<file path="src/rtl/simmem_params.svh">
/* Width and size macros for the write-response bank:
   message, identifier and slot-pool dimensions */

`ifndef SIMMEM_PARAMS_SVH
`define SIMMEM_PARAMS_SVH

// Full write-response word, identifier in the low bits
`define SIMMEM_MSG_W 32

// AXI identifier field width
`define SIMMEM_ID_W 2

// Size of the slot pool
`define SIMMEM_NUM_SLOTS 8

// Derived sizes
`define SIMMEM_NUM_IDS (1 << `SIMMEM_ID_W)
`define SIMMEM_ADDR_W $clog2(`SIMMEM_NUM_SLOTS)

`endif

</file>
<file path="src/rtl/simmem_pkg.sv">
/* Shared vector types of the write-response bank */

`include "simmem_params.svh"

package simmem_pkg;

  // Write response word
  typedef logic [`SIMMEM_MSG_W-1:0] msg_t;

  // AXI identifier
  typedef logic [`SIMMEM_ID_W-1:0] id_t;

  // Binary slot index
  typedef logic [`SIMMEM_ADDR_W-1:0] slot_addr_t;

  // One bit per slot
  typedef logic [`SIMMEM_NUM_SLOTS-1:0] slot_mask_t;

  // One bit per identifier
  typedef logic [`SIMMEM_NUM_IDS-1:0] id_mask_t;

endpackage

</file>
<file path="src/rtl/simmem_slot_alloc.sv">
/* Slot occupancy tracking with lowest-free-slot grant
   and clearing of released slots */

`timescale 1ns/1ps
`include "simmem_params.svh"

module simmem_slot_alloc import simmem_pkg::*; (
  input  logic       clk_i,
  input  logic       rst_ni,
  input  logic       reservation_req_ready_i,
  input  slot_mask_t released_slots_i,
  output logic       reservation_req_valid_o,
  output slot_addr_t new_reserved_addr_o,
  output logic       reserve_fire_o
);

  slot_mask_t occupied_q;
  slot_mask_t occupied_d;
  slot_mask_t grant_mask;

  ////////////////////////////////
  // Lowest free slot
  ////////////////////////////////

  // Priority scan from slot 0 upwards
  always_comb begin
    logic found;
    found = 1'b0;
    new_reserved_addr_o = '0;
    for (int s = 0; s < `SIMMEM_NUM_SLOTS; s++) begin
      if (!occupied_q[s] && !found) begin
        new_reserved_addr_o = slot_addr_t'(s);
        found = 1'b1;
      end
    end
  end

  assign reservation_req_valid_o = ~&occupied_q;
  assign reserve_fire_o = reservation_req_valid_o && reservation_req_ready_i;

  ////////////////////////////////
  // Occupancy update
  ////////////////////////////////

  assign grant_mask = reserve_fire_o ? (slot_mask_t'(1) << new_reserved_addr_o) : '0;

  // A granted slot is free, a released one occupied, so the two never overlap
  assign occupied_d = (occupied_q | grant_mask) & ~released_slots_i;

  always_ff @(posedge clk_i or negedge rst_ni) begin
    if (!rst_ni) begin
      occupied_q <= '0;
    end else begin
      occupied_q <= occupied_d;
    end
  end

endmodule

</file>
<file path="src/rtl/simmem_id_queues.sv">
/* Per-identifier linked-list queues: head, fill and tail pointers,
   counters, next-slot table and input acceptance */

`timescale 1ns/1ps
`include "simmem_params.svh"

module simmem_id_queues import simmem_pkg::*; (
  input  logic       clk_i,
  input  logic       rst_ni,
  input  logic       reserve_fire_i,
  input  id_mask_t   reservation_req_id_onehot_i,
  input  slot_addr_t reserved_addr_i,
  input  logic       in_valid_i,
  input  id_t        in_id_i,
  input  id_mask_t   pop_id_onehot_i,
  output logic       in_ready_o,
  output slot_addr_t fill_addr_o,
  output logic       write_en_o,
  output slot_addr_t head_addr_o [`SIMMEM_NUM_IDS],
  output id_mask_t   head_filled_o
);

  typedef logic [`SIMMEM_ADDR_W:0] cnt_t;

  // Oldest unreleased, oldest unfilled and newest reserved slot
  slot_addr_t head_q [`SIMMEM_NUM_IDS];
  slot_addr_t head_d [`SIMMEM_NUM_IDS];
  slot_addr_t fill_q [`SIMMEM_NUM_IDS];
  slot_addr_t fill_d [`SIMMEM_NUM_IDS];
  slot_addr_t tail_q [`SIMMEM_NUM_IDS];
  slot_addr_t tail_d [`SIMMEM_NUM_IDS];

  // Reserved but unfilled, and filled but not popped
  cnt_t unfilled_q [`SIMMEM_NUM_IDS];
  cnt_t unfilled_d [`SIMMEM_NUM_IDS];
  cnt_t filled_q [`SIMMEM_NUM_IDS];
  cnt_t filled_d [`SIMMEM_NUM_IDS];

  slot_addr_t next_q [`SIMMEM_NUM_SLOTS];

  // Queue still holds entries once this cycle's pop is done
  id_mask_t   live;
  logic       in_fire;
  logic       link_en;
  slot_addr_t link_tail;

  ////////////////////////////////
  // Input acceptance
  ////////////////////////////////

  assign in_ready_o  = (unfilled_q[in_id_i] != '0);
  assign in_fire     = in_valid_i && in_ready_o;
  assign write_en_o  = in_fire;
  assign fill_addr_o = fill_q[in_id_i];

  ////////////////////////////////
  // Pointer and counter update
  ////////////////////////////////

  for (genvar i = 0; i < `SIMMEM_NUM_IDS; i++) begin : gen_id
    logic rsv_x;
    logic fill_x;
    logic pop_x;

    assign rsv_x  = reserve_fire_i && reservation_req_id_onehot_i[i];
    assign fill_x = in_fire && (in_id_i == id_t'(i));
    assign pop_x  = pop_id_onehot_i[i];
    assign live[i] = (unfilled_q[i] != '0) || (filled_q[i] > cnt_t'(pop_x));

    assign head_addr_o[i]   = head_q[i];
    assign head_filled_o[i] = (filled_q[i] != '0);

    always_comb begin
      head_d[i]     = head_q[i];
      fill_d[i]     = fill_q[i];
      tail_d[i]     = tail_q[i];
      unfilled_d[i] = unfilled_q[i];
      filled_d[i]   = filled_q[i];

      // Head follows the list, or restarts on an emptied queue
      if (rsv_x && !live[i]) begin
        head_d[i] = reserved_addr_i;
      end else if (pop_x) begin
        head_d[i] = next_q[head_q[i]];
      end

      // Fill pointer restarts when no unfilled slot remains
      if (rsv_x && (unfilled_q[i] == cnt_t'(fill_x))) begin
        fill_d[i] = reserved_addr_i;
      end else if (fill_x) begin
        fill_d[i] = next_q[fill_q[i]];
      end

      if (rsv_x) begin
        tail_d[i] = reserved_addr_i;
      end

      if (rsv_x && !fill_x) begin
        unfilled_d[i] = unfilled_q[i] + cnt_t'(1);
      end else if (!rsv_x && fill_x) begin
        unfilled_d[i] = unfilled_q[i] - cnt_t'(1);
      end

      if (fill_x && !pop_x) begin
        filled_d[i] = filled_q[i] + cnt_t'(1);
      end else if (!fill_x && pop_x) begin
        filled_d[i] = filled_q[i] - cnt_t'(1);
      end
    end
  end

  // At most one reservation per cycle, so one link write
  assign link_en = reserve_fire_i && |(reservation_req_id_onehot_i & live);

  always_comb begin
    link_tail = '0;
    for (int i = 0; i < `SIMMEM_NUM_IDS; i++) begin
      if (reservation_req_id_onehot_i[i]) begin
        link_tail = tail_q[i];
      end
    end
  end

  always_ff @(posedge clk_i or negedge rst_ni) begin
    if (!rst_ni) begin
      head_q     <= '{default: '0};
      fill_q     <= '{default: '0};
      tail_q     <= '{default: '0};
      unfilled_q <= '{default: '0};
      filled_q   <= '{default: '0};
      next_q     <= '{default: '0};
    end else begin
      head_q     <= head_d;
      fill_q     <= fill_d;
      tail_q     <= tail_d;
      unfilled_q <= unfilled_d;
      filled_q   <= filled_d;
      if (link_en) begin
        next_q[link_tail] <= reserved_addr_i;
      end
    end
  end

endmodule

</file>
<file path="src/rtl/simmem_msg_store.sv">
/* Message register array, one word per slot, same-cycle read */

`timescale 1ns/1ps
`include "simmem_params.svh"

module simmem_msg_store import simmem_pkg::*; (
  input  logic       clk_i,
  input  logic       rst_ni,
  input  logic       write_en_i,
  input  slot_addr_t write_addr_i,
  input  msg_t       data_i,
  input  slot_addr_t read_addr_i,
  output msg_t       data_o
);

  msg_t mem_q [`SIMMEM_NUM_SLOTS];

  always_ff @(posedge clk_i or negedge rst_ni) begin
    if (!rst_ni) begin
      mem_q <= '{default: '0};
    end else if (write_en_i) begin
      mem_q[write_addr_i] <= data_i;
    end
  end

  // Slot being written is unfilled, so it is never read in the same cycle
  assign data_o = mem_q[read_addr_i];

endmodule

</file>
<file path="src/rtl/simmem_release_sel.sv">
/* Release eligibility, lowest-identifier arbitration,
   output register and release report */

`timescale 1ns/1ps
`include "simmem_params.svh"

module simmem_release_sel import simmem_pkg::*; (
  input  logic       clk_i,
  input  logic       rst_ni,
  input  slot_mask_t release_en_i,
  input  slot_addr_t head_addr_i [`SIMMEM_NUM_IDS],
  input  id_mask_t   head_filled_i,
  input  msg_t       read_data_i,
  input  logic       out_ready_i,
  output slot_addr_t read_addr_o,
  output id_mask_t   pop_id_onehot_o,
  output logic       out_valid_o,
  output msg_t       data_o,
  output slot_mask_t addr_released_onehot_o
);

  id_mask_t   eligible;
  id_mask_t   sel_onehot;
  logic       load_ok;
  logic       out_fire;
  msg_t       data_q;
  slot_addr_t slot_q;

  ////////////////////////////////
  // Arbitration
  ////////////////////////////////

  // Only a filled head with its enable bit can leave
  for (genvar i = 0; i < `SIMMEM_NUM_IDS; i++) begin : gen_elig
    assign eligible[i] = head_filled_i[i] && release_en_i[head_addr_i[i]];
  end

  // Isolate the lowest set bit
  assign sel_onehot = eligible & (~eligible + id_mask_t'(1));

  always_comb begin
    read_addr_o = '0;
    for (int i = 0; i < `SIMMEM_NUM_IDS; i++) begin
      if (sel_onehot[i]) begin
        read_addr_o = head_addr_i[i];
      end
    end
  end

  ////////////////////////////////
  // Output register
  ////////////////////////////////

  assign out_fire        = out_valid_o && out_ready_i;
  assign load_ok         = !out_valid_o || out_ready_i;
  assign pop_id_onehot_o = load_ok ? sel_onehot : '0;

  always_ff @(posedge clk_i or negedge rst_ni) begin
    if (!rst_ni) begin
      out_valid_o <= 1'b0;
    end else if (load_ok) begin
      out_valid_o <= |eligible;
    end
  end

  always_ff @(posedge clk_i) begin
    if (load_ok && |eligible) begin
      data_q <= read_data_i;
      slot_q <= read_addr_o;
    end
  end

  assign data_o = data_q;
  assign addr_released_onehot_o = out_fire ? (slot_mask_t'(1) << slot_q) : '0;

endmodule

</file>
<file path="src/rtl/simmem_resp_bank.sv">
/* Write-response bank top: slot allocator, identifier queues,
   message store and release selector */

`timescale 1ns/1ps
`include "simmem_params.svh"

module simmem_resp_bank import simmem_pkg::*; (
  input  logic       clk_i,
  input  logic       rst_ni,
  input  id_mask_t   reservation_req_id_onehot_i,
  input  logic       reservation_req_ready_i,
  output logic       reservation_req_valid_o,
  output slot_addr_t new_reserved_addr_o,
  input  msg_t       data_i,
  input  logic       in_valid_i,
  output logic       in_ready_o,
  input  slot_mask_t release_en_i,
  output slot_mask_t addr_released_onehot_o,
  output msg_t       data_o,
  output logic       out_valid_o,
  input  logic       out_ready_i
);

  id_t        in_id;
  logic       reserve_fire;
  slot_addr_t fill_addr;
  logic       write_en;
  slot_addr_t head_addr [`SIMMEM_NUM_IDS];
  id_mask_t   head_filled;
  id_mask_t   pop_id_onehot;
  slot_addr_t read_addr;
  msg_t       read_data;

  // AXI identifier sits in the low bits of the response
  assign in_id = data_i[`SIMMEM_ID_W-1:0];

  simmem_slot_alloc u_slot_alloc (
    .clk_i                   (clk_i),
    .rst_ni                  (rst_ni),
    .reservation_req_ready_i (reservation_req_ready_i),
    .released_slots_i        (addr_released_onehot_o),
    .reservation_req_valid_o (reservation_req_valid_o),
    .new_reserved_addr_o     (new_reserved_addr_o),
    .reserve_fire_o          (reserve_fire)
  );

  simmem_id_queues u_id_queues (
    .clk_i                       (clk_i),
    .rst_ni                      (rst_ni),
    .reserve_fire_i              (reserve_fire),
    .reservation_req_id_onehot_i (reservation_req_id_onehot_i),
    .reserved_addr_i             (new_reserved_addr_o),
    .in_valid_i                  (in_valid_i),
    .in_id_i                     (in_id),
    .pop_id_onehot_i             (pop_id_onehot),
    .in_ready_o                  (in_ready_o),
    .fill_addr_o                 (fill_addr),
    .write_en_o                  (write_en),
    .head_addr_o                 (head_addr),
    .head_filled_o               (head_filled)
  );

  simmem_msg_store u_msg_store (
    .clk_i        (clk_i),
    .rst_ni       (rst_ni),
    .write_en_i   (write_en),
    .write_addr_i (fill_addr),
    .data_i       (data_i),
    .read_addr_i  (read_addr),
    .data_o       (read_data)
  );

  simmem_release_sel u_release_sel (
    .clk_i                  (clk_i),
    .rst_ni                 (rst_ni),
    .release_en_i           (release_en_i),
    .head_addr_i            (head_addr),
    .head_filled_i          (head_filled),
    .read_data_i            (read_data),
    .out_ready_i            (out_ready_i),
    .read_addr_o            (read_addr),
    .pop_id_onehot_o        (pop_id_onehot),
    .out_valid_o            (out_valid_o),
    .data_o                 (data_o),
    .addr_released_onehot_o (addr_released_onehot_o)
  );

endmodule

</file>
<file path="config.mk">
export PLATFORM = sky130hd
export DESIGN_NAME = simmem_resp_bank
export DESIGN_NICKNAME = d
export VERILOG_FILES = /design/src/rtl/simmem_pkg.sv /design/src/rtl/simmem_slot_alloc.sv /design/src/rtl/simmem_id_queues.sv /design/src/rtl/simmem_msg_store.sv /design/src/rtl/simmem_release_sel.sv /design/src/rtl/simmem_resp_bank.sv
export VERILOG_INCLUDE_DIRS = /design/src /design/src/rtl
export SDC_FILE = /design/constraint.sdc
export NUM_CORES = 1
export LEC_CHECK = 0
export BUFFER_PORTS_ARGS = -buffer_cell sky130_fd_sc_hd__buf_2
export CAP_MARGIN = 25
export CORE_ASPECT_RATIO = 0.75
export CORE_MARGIN = 5
export CORE_UTILIZATION = 29
export CTS_CLUSTER_SIZE = 28
export DETAILED_ROUTE_END_ITERATION = 6
export PLACE_DENSITY = 0.41
export SYNTH_ARGS = -nofsm -noshare
export SYNTH_HDL_FRONTEND = slang
export SYNTH_SLANG_ARGS = --single-unit
</file>
<file path="constraint.sdc">
create_clock -name clk_i -period 4.32 [get_ports clk_i]
set_clock_uncertainty 0.2 [all_clocks]
set_input_delay 0.432 -clock clk_i [delete_from_list [all_inputs] [get_ports clk_i]]
set_output_delay 0.432 -clock clk_i [all_outputs]
set_load 0.005 [all_outputs]
</file>
==> flow_metrics.env <==
export IMPL_worstMarginPinSlew_ps=951.7
export IMPL_tritoncts="done"
export IMPL_num_nets_final=1721
export IMPL_ant_nets=0
export IMPL_avgSynthCellArea_um2=13.40
export IMPL_grt_setup_unrepaired="false"
export IMPL_yosys_warnings=0
export IMPL_num_rows=83
export IMPL_dp_cells=2494
export IMPL_via_per_inst=4.940
export IMPL_max_stage_delay_ps=530
export IMPL_critPathCaptureType="flop"
export IMPL_drt_initial_drc_count=680
export IMPL_multi_input_area_um2=9630
export IMPL_cts_max_path_buffers=3
export IMPL_slew_headroom_pct=36.48
export IMPL_required_ps=4590
export IMPL_grt_pass1_vias=13550
export IMPL_syn_cell_area_um2=20120
export IMPL_n_antenna_cell=0
export IMPL_synth_enable_flop_cells=35
export IMPL_mappedNetlistNets=1586
export IMPL_outcome="finished, final reports clean"
export IMPL_endpoint="u_id_queues.next_q[12]$_DFFE_PN0P_"
export IMPL_clkTransAtPathRegs_ps=60
export IMPL_grt_max_degree=99
export IMPL_io_buffers=94
export IMPL_ys_seq_elements=392
export IMPL_core_area_um2=68640
export IMPL_clock_sinks=392
export IMPL_seq_area_um2=9985
export IMPL_p_per_area_nw_per_um2=912.3
export IMPL_worstHoldPathType="input port to flop"
export IMPL_antenna_found_initial=1
export IMPL_clk_latency_ps=580
export IMPL_fin_crit_sh_pct=94.83
export IMPL_crit_fanout=7
export IMPL_root_buffer="clkbuf_16"
export IMPL_drv_slew=0
export IMPL_cp_startpoint="u_id_queues.head_addr_o[9]$_DFFE_PN0P_"
export IMPL_cts_inserted_buffers=46
export IMPL_start_kind="flop"
export IMPL_postRouteWirelength_mm=57.18
export IMPL_power_leakage_nw=10.15
export IMPL_fmax_mhz=244.1
export IMPL_cp_arrival_ps=4360
export IMPL_num_vias=12870
export IMPL_maxCapViolations=0
export IMPL_synthArstFlopShare_pct=91.07
export IMPL_htree_levels=2
export IMPL_path_common_cell="buf_4"
export IMPL_rrSetupSlack_ps=220
export IMPL_use_met1_pct=22.61
export IMPL_detail_route_wl_per_cell_um=21.94
export IMPL_timing_rr_end="u_id_queues.next_q[12]$_DFFE_PN0P_"
export IMPL_path_buf_inv=2
export IMPL_cp_top_family="simple AND/OR/NAND/NOR gates"
export IMPL_period_needed_ps=4097
export IMPL_start_util_pct=29.31
export IMPL_cp_num_cells=14
export IMPL_crit_reg2reg_launch="u_id_queues.head_addr_o[9]$_DFFE_PN0P_"
export IMPL_synth_top_flop_cell="dfrtp_1"
export IMPL_ff2ff_path_depth=14
export IMPL_crit_type="flop to flop"
export IMPL_fillerInstances=6735
export IMPL_area_growth_pct=17.80
export IMPL_dieArea_um2=74790
export IMPL_worstHoldStart="data_i[9]"
export IMPL_ioPinCount=95
export IMPL_die_w_um=314.1
export IMPL_drtPass1Iterations=5
export IMPL_finalHoldViolCount=0
export IMPL_drc=0
export IMPL_dp_hpwl_mm=35.15
export IMPL_synth_distinct_cells=65
export IMPL_place_gp_congestion=0.7738
export IMPL_final_setup_viol_count=0
export IMPL_stdcell_count=2606
export IMPL_grt_usage_pct=15.13
export IMPL_fin_tns_setup_ps=0
export IMPL_crit_chain="mux4_2 -> and3b_4 -> a21o_4 -> nor4_1 -> buf_4 -> ha_1 -> o21ai_0 -> or2_2 -> a22oi_1 -> a21boi_0 -> buf_4 -> nand2b_1 -> or3b_2 -> mux2_2"
export IMPL_top_usage_layer="met1"
export IMPL_netlist_instances=1501
export IMPL_fp_dieH_um=238.1
export IMPL_layout_drive_gt1_share_pct=37.70
export IMPL_gr_usage_met3_pct=3.369
export IMPL_yosysSeqAreaShare_pct=49.63
export IMPL_cp_slowest_cell="or3b_2"
export IMPL_grt_overflow=0
export IMPL_grt_first_pass_wirelength_mm=87.33
export IMPL_peakVddDrop_mv=0.8987
export IMPL_grt_use_met2_pct=22.53
==> kinds of logic after synthesis <==
group                      Yosys count  synth area share, %
DFF                                392                49.63
muxes                              511                30.84
AOI/OAI and AO/OA                  187                7.190
adders and majority gates           36                2.537
and+or+nand+nor                    224                5.355
xor gates and xnor gates            35                1.524
buffers and inverters              116                2.923
==> area by class of cell <==
cell class	count	area share (%)
well taps	935	4.936
flip-flops and latches	392	42.13
inverters	32	0.5068
repair buffers	171	5.565
clock buffers	70	5.749
multi-input cells	993	40.64
clock inverters	13	0.4752
==> worst min-delay path by stage <==
stage	slack, ps	cells after the start	end
3_3_place_gp	250	1	u_id_queues.filled_q[11]$_DFFE_PN0P_
2_1_floorplan	-60	0	u_id_queues.fill_q[0]$_DFFE_PN0P_
6_report	30	2	u_msg_store.mem_q[137]$_DFFE_PN0P_
5_1_grt	30	2	u_msg_store.mem_q[169]$_DFFE_PN0P_
4_1_cts	4	2	u_msg_store.mem_q[98]$_DFFE_PN0P_
3_5_place_dp	260	1	u_id_queues.unfilled_q[11]$_DFFE_PN0P_
==> synth_stat cells (12+ instances only) <==
cell type / count / area (um2)
edfxtp_1: 35 / 1051
clkbuf_1: 36 / 135.1
a22o_1: 32 / 280.3
nand2_1: 58 / 217.7
buf_2: 31 / 155.2
mux2i_1: 126 / 1261
a21oi_1: 37 / 185.2
a211oi_2: 32 / 400.4
ha_1: 28 / 350.3
inv_1: 30 / 112.6
nor2_1: 86 / 322.8
a21o_1: 12 / 90.09
o21ai_0: 44 / 220.2
mux2_1: 28 / 315.3
dfrtp_1: 357 / 8934
mux4_2: 54 / 1216
mux2_2: 303 / 3412
xnor2_1: 25 / 219.0
==> layout by cell type, fill, tap and decap left out, types with 12 or more instances in the layout <==
master / instances
a211oi_2: 32
a21o_1: 12
a21oi_1: 36
a22o_1: 32
buf_12: 15
buf_2: 93
buf_4: 33
clkbuf_1: 13
clkbuf_16: 47
dfrtp_1: 357
dlygate4sd3_1: 29
edfxtp_1: 35
ha_1: 28
inv_1: 30
mux2_1: 28
mux2_2: 303
mux2i_1: 126
mux4_2: 54
nand2_1: 57
nor2_1: 83
o21ai_0: 44
xnor2_1: 25
==> layer usage <==
layer  wire [um]  part of all wire, %  up-vias
met5          20                0.035        -
met1       28280                   49     6688
met3        3106                  5.4       66
met4         955                  1.7        2
met2       24810                   43      290
li1            -                    -     5828
==> power breakdown <==
part | total (mW) | internal (mW) | switching [mW]
clock network | 3.83 | 2.24 | 1.60
logic | 10.5 | 5.26 | 5.28
registers | 7.25 | 5.73 | 1.51
total | 21.6 | 13.2 | 8.39
==> sequential cells by signal (all words and copies together) (netlist names) <==
| signal | cells |
|---|---|
| u_release_sel.out_valid_o | 1 |
| u_id_queues.head_addr_o | 12 |
| u_id_queues.unfilled_q | 16 |
| u_id_queues.tail_q | 12 |
| u_release_sel.data_o | 32 |
| u_msg_store.mem_q | 256 |
| u_id_queues.next_q | 24 |
| u_slot_alloc.occupied_q | 8 |
| u_id_queues.fill_q | 12 |
| u_release_sel.slot_q | 3 |
| u_id_queues.filled_q | 16 |
==> stage by stage <==
step                      cell area [um2]  hold WS (ps)  utilization (%)  power [mW]  setup slack (ps)
after floorplan                     20120        -63.59                -       14.47             136.6
after global placement              21930         247.1            31.94       17.81             113.7
after detailed placement            21930         258.8            31.94       17.91             158.3
after CTS                           23690         3.534            34.52       21.92             222.2
after global routing                23700         25.00            34.52       23.06             35.91
final                               23700         32.48            34.52       21.62             223.3
==> what timing repair did <==
item,in CTS,in global routing
hold endpoints to repair,310,0
setup endpoints to repair,0,7
gates resized for setup,0,1
hold buffers,29,0
setup buffers,0,0
Power figures use the tool's default switching activity.
